==> config.mk <==
export PLATFORM = sky130hd
export DESIGN_NAME = common_data_bus
export DESIGN_NICKNAME = d
export VERILOG_FILES = /design/src/common/tomasulo_pkg.sv /design/src/source/common_data_bus.sv
export SDC_FILE = /design/constraint.sdc
export NUM_CORES = 1
export LEC_CHECK = 0
export BUFFER_PORTS_ARGS = -buffer_cell sky130_fd_sc_hd__clkbuf_2
export CAP_MARGIN = 20
export CORE_MARGIN = 10
export CORE_UTILIZATION = 28
export DETAILED_ROUTE_END_ITERATION = 16
export PLACE_DENSITY = 0.84
export SETUP_SLACK_MARGIN = 0.1
export SYNTH_ARGS = -nofsm -noshare
export SYNTH_HDL_FRONTEND = slang
export SYNTH_SLANG_ARGS = --single-unit
==> constraint.sdc <==
create_clock -name vclk -period 0.8
set_input_delay 0.04 -clock vclk [all_inputs]
set_output_delay 0.04 -clock vclk [all_outputs]
set_load 0.02 [all_outputs]
==> src/common/tomasulo_pkg.sv <==
package tomasulo_pkg;

	// --------------------------------------------------
	// Widths and tag layout
	// --------------------------------------------------
	localparam int DATA_W     = 32;                 // Data word
	localparam int TAG_W      = 8;                  // Producer tag
	localparam int UNIT_W     = 2;                  // Unit field, top of tag
	localparam int IDX_W      = TAG_W - UNIT_W;     // Station index field
	localparam int REG_ADDR_W = 5;
	localparam int REG_COUNT  = 1 << REG_ADDR_W;    // Architectural registers

	typedef logic [DATA_W-1:0]     word_t;
	typedef logic [TAG_W-1:0]      tag_t;           // Zero means value ready
	typedef logic [REG_ADDR_W-1:0] reg_addr_t;      // x0 never renamed

	localparam logic [UNIT_W-1:0] UNIT_ALU = 2'd1;  // Tag[7:6] for ALU stations
	localparam logic [UNIT_W-1:0] UNIT_MUL = 2'd2;  // Tag[7:6] for mul stations

	localparam int MUL_STAGES = 3;                  // Multiply latency, issue to request

	// --------------------------------------------------
	// Opcodes
	// --------------------------------------------------
	typedef enum logic [3:0] {
		op_add = 4'd0,
		op_sub = 4'd1,
		op_and = 4'd2,
		op_or  = 4'd3,
		op_xor = 4'd4,
		op_sll = 4'd5,
		op_srl = 4'd6,
		op_slt = 4'd7,   // Signed compare
		op_mul = 4'd8    // Low word of product
	} op_e;

	// Tag of station idx in a unit
	function automatic tag_t make_tag(logic [UNIT_W-1:0] unit, int idx);
		return {unit, IDX_W'(idx)};
	endfunction

	// Broadcast resolves a pending operand
	function automatic logic cdb_hit(logic valid, tag_t bus_tag, tag_t q);
		return valid && (q != '0) && (q == bus_tag);
	endfunction

endpackage

==> src/source/common_data_bus.sv <==
module common_data_bus (
	input  logic                  alu_req,
	input  logic                  mul_req,
	input  tomasulo_pkg::tag_t    alu_tag,
	input  tomasulo_pkg::tag_t    mul_tag,
	input  tomasulo_pkg::word_t   alu_data,
	input  tomasulo_pkg::word_t   mul_data,
	output logic                  alu_grant,
	output logic                  cdb_valid,
	output tomasulo_pkg::tag_t    cdb_tag,
	output tomasulo_pkg::word_t   cdb_data
);

	// --------------------------------------------------
	// Fixed priority, mul pipeline cannot wait
	// --------------------------------------------------
	assign alu_grant = alu_req & ~mul_req;           // ALU holds its request otherwise
	assign cdb_valid = alu_req | mul_req;
	assign cdb_tag   = mul_req ? mul_tag : alu_tag;
	assign cdb_data  = mul_req ? mul_data : alu_data;

endmodule

==> results.json <==
{
  "status": "finished, violations left",
  "violations": "negative setup slack",
  "die_w_um": 69.9,
  "portBuffers": 124,
  "grt_start_max_net_pins": 12,
  "arrival_ps": 790,
  "tightest_slew_ps": 123,
  "syn-mean-instance-area_um2": 14.8,
  "start_util_pct": 28.7,
  "synth-seq-area-share_pct": 0,
  "syn-num-nets": 129,
  "finalHoldViolCount": 0,
  "p_leak_nw": 1.07,
  "grt_pass1_vias": 1067,
  "grt_antenna_before_repair": 0,
  "nNetsFinal": 260,
  "slowest_delay_ps": 310,
  "vias_per_cell": 4.57,
  "ios": 124,
  "coreArea_um2": 2430,
  "critPathLaunch": "mul_req",
  "dp_hpwl_mm": 3.03,
  "grt_pass1_wl_mm": 5.83,
  "fmax_mhz": 1200,
  "path_depth": 4,
  "grt_overflow": 0,
  "slowest_stage": "mux2_4",
  "postCtsHoldBufs": 0,
  "drcViolationCount": 0,
  "path_class": "in -> out",
  "maxCapViolCount": 0,
  "path_max_fanout": 5,
  "hold_start": "alu_req",
  "first_iter_violations": 38,
  "ir_drop_uv": 444,
  "hold_class": "in -> out",
  "final.fill_count": 157,
  "critPathRequiredTime_ps": 760,
  "drt.antenna.violating_nets": 0,
  "crit_chain": "clkbuf_16 > clkbuf_16 > mux2_4 > buf_6",
  "seq_cell_count": 0,
  "path_delay_family": "buffers and inverters",
  "layout-drive-gt1-share_pct": 99.4,
  "fin_crit_sh_pct": 104,
  "slew_viol_final": 0,
  "maxSlewHeadroom_pct": 91.8,
  "crit_path_end": "cdb_tag[1]",
  "diodes": 0,
  "wire_per_inst_um": 22.2,
  "rsz0062_at_grt": "yes",
  "crit_path_start_kind": "input pin",
  "fin_ws_ps": -30.3,
  "firstDrtPassIters": 4,
  "wirelength_mm": 4.58,
  "setup_viol": 23,
  "total_power_mw": 1.36,
  "yosys_warnings": 0,
  "synth.distinct_cells": 6,
  "dieArea_um2": 4880,
  "n_clock_buffer": 0,
  "gp_congestion": 0.698,
  "cp_common_cell": "clkbuf_16",
  "postSynthCellCount": 47,
  "syn_area_um2": 697,
  "fp-row-count": 18,
  "multiInputGateArea_um2": 616,
  "fin_hold_ws_ps": 375,
  "die_h_um": 69.9,
  "crit_buf_inv": 3,
  "seq_area_um2": 0,
  "vias": 941,
  "area_delta_synth_final_pct": 164,
  "min_period_ps": 830,
  "cellPowerDensity_nw_per_um2": 737,
  "crit_path_end_kind": "output port",
  "grtUsageTotal_pct": 14.0
}
-- logic make-up (layout without fill, tap and decap cells) --
kind of cell	Yosys count	in the layout	share of synthesized area, %
simple gates	2	2	1.80
buf+inv	5	134	13.1
mux	40	40	85.1
-- placed cells by master (no fill, tap or decap) --
cell type,netlist,layout
buf_8,0,12
clkbuf_2,0,82
buf_2,0,1
buf_6,1,13
mux2_4,38,40
buf_12,4,2
clkbuf_8,0,15
buf_16,0,3
or2_4,0,1
clkbuf_16,0,4
nor2b_1,1,1
buf_4,0,2
-- per-stage QoR --
step                      instance area (um2)  setup TNS, ps  std cells  utilization (%)  setup WS (ps)
after floorplan                           697              0         47                -            106
after global placement                   1300          -4930        198             53.6           -147
after CTS                                1650          -1680        202             68.0          -49.8
final                                    1840           -321        206             75.6          -30.3
after detailed placement                 1300          -5300        198             53.6           -159
after global routing                     1840           -750        206             75.6          -40.7
-- cell usage after synthesis, drive strengths merged --
library cell	number	area, um2
buf	5	91.3
mux2	40	593
nor2b	1	6.26
or2	1	6.26
-- power by group --
group          switching (mW)  internal [mW]  total (mW)
logic                   0.526          0.830        1.36
clock network               0              0           0
registers                   0              0           0
-- routing by layer --
| layer | track usage, % | share of wire [%] | up-vias |
|---|---|---|---|
| met1 | 14.5 | 34 | 438 |
| met3 | 5.51 | 9.8 | 2 |
| met5 | 0 | 0 | - |
| li1 | - | - | 437 |
| met2 | 27.3 | 56 | 64 |
| met4 | 0 | 0.59 | 0 |
-- layout make-up --
class                      count  share of cell area [%]
timing repair buffer         134                    64.5
multi-input combinational     42                    33.5
tap                           30                    2.04
-- worst min path at each step --
stage / to / cells after the start / slack [ps]
2_1_floorplan: cdb_valid / 1 / 220
3_3_place_gp: cdb_valid / 3 / 400
3_5_place_dp: cdb_valid / 3 / 410
4_1_cts: cdb_valid / 3 / 410
5_1_grt: cdb_valid / 3 / 400
6_report: cdb_valid / 3 / 380
-- repair_timing --
item | in CTS | in global routing
pin swaps | 0 | 1
setup buffers | 1 | 0
gates resized for setup | 61 | 54
cloned | 3 | 4
endpoints found under the hold margin | 0 | 0
setup endpoints to repair | 42 | 42
Note: power is estimated with default switching activity, not from simulation.
