## config.mk

```make
export PLATFORM = sky130hd
export DESIGN_NAME = issue_ctrl
export DESIGN_NICKNAME = d
export VERILOG_FILES = /design/src/common/tomasulo_pkg.sv /design/src/source/issue_ctrl.sv
export SDC_FILE = /design/constraint.sdc
export NUM_CORES = 1
export LEC_CHECK = 0
export BUFFER_PORTS_ARGS = -buffer_cell sky130_fd_sc_hd__buf_4
export CAP_MARGIN = 5
export CORE_MARGIN = 10
export CORE_UTILIZATION = 24
export CTS_CLUSTER_DIAMETER = 120
export CTS_CLUSTER_SIZE = 16
export DETAILED_ROUTE_END_ITERATION = 7
export PLACE_DENSITY = 0.86
export SYNTH_ARGS = -nofsm -noshare
export SYNTH_HDL_FRONTEND = slang
export SYNTH_SLANG_ARGS = --single-unit
```

## constraint.sdc

```tcl
create_clock -name clk -period 1.46 [get_ports clk]
set_clock_uncertainty 0.1 [all_clocks]
set_input_delay 0.073 -clock clk [delete_from_list [all_inputs] [get_ports clk]]
set_output_delay 0.073 -clock clk [all_outputs]
set_load 0.01 [all_outputs]
```

## src/common/tomasulo_pkg.sv

```systemverilog
package tomasulo_pkg;

	// --------------------------------------------------
	// Widths and tag layout
	// --------------------------------------------------
	localparam int DATA_W     = 32;                 // Data word
	localparam int TAG_W      = 8;                  // Producer tag
	localparam int UNIT_W     = 2;                  // Unit field, top of tag
	localparam int IDX_W      = TAG_W - UNIT_W;     // Station index field
	localparam int REG_ADDR_W = 5;
	localparam int REG_COUNT  = 1 << REG_ADDR_W;    // Architectural registers

	typedef logic [DATA_W-1:0]     word_t;
	typedef logic [TAG_W-1:0]      tag_t;           // Zero means value ready
	typedef logic [REG_ADDR_W-1:0] reg_addr_t;      // x0 never renamed

	localparam logic [UNIT_W-1:0] UNIT_ALU = 2'd1;  // Tag[7:6] for ALU stations
	localparam logic [UNIT_W-1:0] UNIT_MUL = 2'd2;  // Tag[7:6] for mul stations

	localparam int MUL_STAGES = 3;                  // Multiply latency, issue to request

	// --------------------------------------------------
	// Opcodes
	// --------------------------------------------------
	typedef enum logic [3:0] {
		op_add = 4'd0,
		op_sub = 4'd1,
		op_and = 4'd2,
		op_or  = 4'd3,
		op_xor = 4'd4,
		op_sll = 4'd5,
		op_srl = 4'd6,
		op_slt = 4'd7,   // Signed compare
		op_mul = 4'd8    // Low word of product
	} op_e;

	// Tag of station idx in a unit
	function automatic tag_t make_tag(logic [UNIT_W-1:0] unit, int idx);
		return {unit, IDX_W'(idx)};
	endfunction

	// Broadcast resolves a pending operand
	function automatic logic cdb_hit(logic valid, tag_t bus_tag, tag_t q);
		return valid && (q != '0) && (q == bus_tag);
	endfunction

endpackage

```

## src/source/issue_ctrl.sv

```systemverilog
module issue_ctrl (
	input  logic                  clk,
	input  logic                  rst,
	input  logic                  req,
	input  tomasulo_pkg::op_e     op,
	input  logic                  use_imm,
	input  tomasulo_pkg::word_t   imm,
	input  tomasulo_pkg::word_t   rs2_val,
	input  tomasulo_pkg::tag_t    rs2_tag,
	input  logic                  alu_busy,
	input  logic                  mul_busy,
	input  tomasulo_pkg::tag_t    alu_tag,     // Next free ALU station
	input  tomasulo_pkg::tag_t    mul_tag,     // Next free mul station
	output logic                  ack,
	output logic                  alu_issue,
	output logic                  mul_issue,
	output logic                  rename_en,
	output tomasulo_pkg::tag_t    rename_tag,
	output tomasulo_pkg::word_t   opb_val,
	output tomasulo_pkg::tag_t    opb_tag
);

	logic to_mul;      // Instruction targets the multiplier
	logic unit_busy;   // Target unit full
	logic fire;        // Issue this cycle

	// --------------------------------------------------
	// Dispatch and rename
	// --------------------------------------------------
	assign to_mul    = (op == tomasulo_pkg::op_mul);
	assign unit_busy = to_mul ? mul_busy : alu_busy;    // Structural hazard
	assign fire      = req & ~ack & ~unit_busy;         // New request, room in unit

	assign alu_issue  = fire & ~to_mul;
	assign mul_issue  = fire & to_mul;
	assign rename_en  = fire;                           // Same cycle as the issue pulse
	assign rename_tag = to_mul ? mul_tag : alu_tag;

	// Immediate operand is always ready
	assign opb_val = use_imm ? imm : rs2_val;
	assign opb_tag = use_imm ? '0 : rs2_tag;

	// --------------------------------------------------
	// Four-phase handshake
	// --------------------------------------------------
	always_ff @(posedge clk) begin
		if (rst) begin
			ack <= 1'b0;
		end else if (fire) begin
			ack <= 1'b1;        // Accepted, held until req drops
		end else if (!req) begin
			ack <= 1'b0;        // Back to idle
		end
	end

endmodule

```

==> results.cfg <==
[run_status]
outcome = finished, final reports clean

[die]
initial_core_util_pct = 25.2
die_h_um = 71.3
num_rows = 18
die_x_um = 71.3
core_area_sq_um = 2500
ioPinCount = 150
die-area_sq_um = 5080

[pwr]
switchingPower_uw = 190
ir_worst_vdd_mv = 0.262
power_frac_clock_pct = 0
seqPwrFrac_pct = 5.3
power.total_uw = 587
switching_share_pct = 32.4
p_leak_uw = 0.000949
comb_power_share_pct = 94.7
powerDensity_nw_per_um2 = 332
p_int_uw = 397

[global_routing]
first_global_vias = 1242
grtUsageTotal_pct = 16.7
overflow = 0
grt_max_degree = 41
antenna_found_initial = 0
grt_pass1_wl_um = 6870

[clock_tree]
cts_resized = 0
clk_pin_slew_ns = 0
clk_latency_ns = 0
postCtsSetupBuffers = 0
cts_hold_buf = 0

[run]
cap_violations = 0

[synthesis]
yosys_warnings = 0
synth_cells = 61
ys_ff_latch = 1
synth_top_area_share_pct = 71.4
yosysTopAreaCell = mux2_2
yosys-top-cells-area = mux2_2, nor2b_1, nor4b_4, buf_2, dfxtp_1
ys_types = 12
synth_area_sq_um = 631
ys_seq_area_share_pct = 3.17
syn_nets = 159
syn_area_per_cell_sq_um = 10.3

[finish]
top_regs = ack: 1 flops
area_delta_synth_final_pct = 181
top_register = ack
final_common_cell = buf_4
multi_input_comb_area_sq_um = 576
fin_cells = 237
drive_above_1_share_pct = 93.7
finalNetCount = 307
seqCellArea_sq_um = 20.0
num-fill-cells = 204
layout_common_cells = buf_4, mux2_2, nor2b_1
diodes = 0
largest_reg_flops = 1

[setup_path]
reg2reg_depth = 1
worstPathArrival_ns = 1.21
cp_cell_sequence = buf_4, nor4b_4, buf_4, mux2_2, buf_4
crit_type = input port to output pin
crit_required_ns = 1.29
max_stage_delay_ns = 0.35
end_kind = output pin
crit_top_cell = buf_4
path_depth = 5
cp_top_family = buffers and inverters
path_buf_inv = 3
worstSetupStartpointType = input port
crit_slowest_cell = mux2_2
crit_fanout = 8

[timing]
timing.slew.headroom_pct = 69.5
fin_crit_sh_pct = 94.9
finalSetupViolCount = 0
drv_slew = 0
period_minus_slack_ns = 1.39
rsz0062_at_grt = no
fmax_ghz = 0.722
fin_tns_setup_ns = 0
max_slew.worst_pin.slew_ns = 0.457
hold_viol = 0

[route]
vias_per_cell = 4.55
wirelength_um = 4890
drc = 0
num_vias = 1079
antenna_left = 0
wl_per_cell_um = 20.6
first_pass_iters = 4
drt_iter0_drc = 37

[placed_design]
gp_congestion = 0.812
placed_cells = 237
hpwl_um = 4480
portBuffers = 149

[min_path]
hold_class = input port to register
hold_path_depth = 2
==> power by group through the flow <==
| stage | logic (uW) | clock network, uW | registers (uW) |
|---|---|---|---|
| 2_1_floorplan | 190 | 0 | 31.3 |
| 3_3_place_gp | 555 | 0 | 30.8 |
| 3_5_place_dp | 562 | 0 | 30.9 |
| 4_1_cts | 564 | 0 | 30.9 |
| 5_1_grt | 596 | 0 | 31.0 |
| 6_report | 556 | 0 | 31.0 |
==> metal layers <==
| layer | track usage, % | vias to the layer above | wire length (um) |
|---|---|---|---|
| met5 | 0 | - | 0 |
| met4 | 0.860 | 0 | 27 |
| met3 | 6.89 | 2 | 624 |
| met2 | 32.1 | 92 | 2520 |
| met1 | 17.0 | 466 | 1720 |
| li1 | - | 519 | - |
==> kinds of logic after synthesis <==
group | count (synthesis) | synth area share (%)
AO/OA/AOI/OAI | 1 | 1.59
buffers and inverters | 6 | 5.55
flip-flops | 1 | 3.17
AND/OR/NAND/NOR | 12 | 16.7
multiplexers | 41 | 73.0
==> cells in the mapped netlist (all sizes together) <==
library cell / n
inv: 1
mux2i: 1
nor2b: 8
dfxtp: 1
nor4b: 2
buf: 5
o211a: 1
and3b: 1
mux2: 40
and4bb: 1
==> area by class of cell <==
| cell class | instances | area share (%) |
|---|---|---|
| Inverter | 1 | 0.212 |
| Multi-Input combinational cell | 54 | 32.5 |
| Sequential cell | 1 | 1.13 |
| Tap cell | 30 | 2.12 |
| Timing Repair Buffer | 151 | 64.0 |
==> final timing paths <==
check                        start                to  slack [ns]
hold reg to reg   ack$_SDFFE_PP0P_  ack$_SDFFE_PP0P_        0.47
setup / recovery             op[1]     rename_tag[0]        0.07
setup reg to reg  ack$_SDFFE_PP0P_  ack$_SDFFE_PP0P_        0.69
hold / removal                 req  ack$_SDFFE_PP0P_        0.23
==> metrics by stage <==
| stage | utilization, % | setup WS [ns] | hold WS, ns | cell area (sq um) |
|---|---|---|---|---|
| global placement | 70.8 | 0.116 | 0.225 | 1770 |
| finish | 70.8 | 0.0748 | 0.232 | 1770 |
| floorplan | - | 0.379 | 0.0990 | 631 |
| CTS | 70.8 | 0.0788 | 0.232 | 1770 |
| detailed placement | 70.8 | 0.0845 | 0.238 | 1770 |
| global route | 70.8 | 0.0154 | 0.237 | 1770 |
Note: power is estimated with default switching activity, not from simulation.
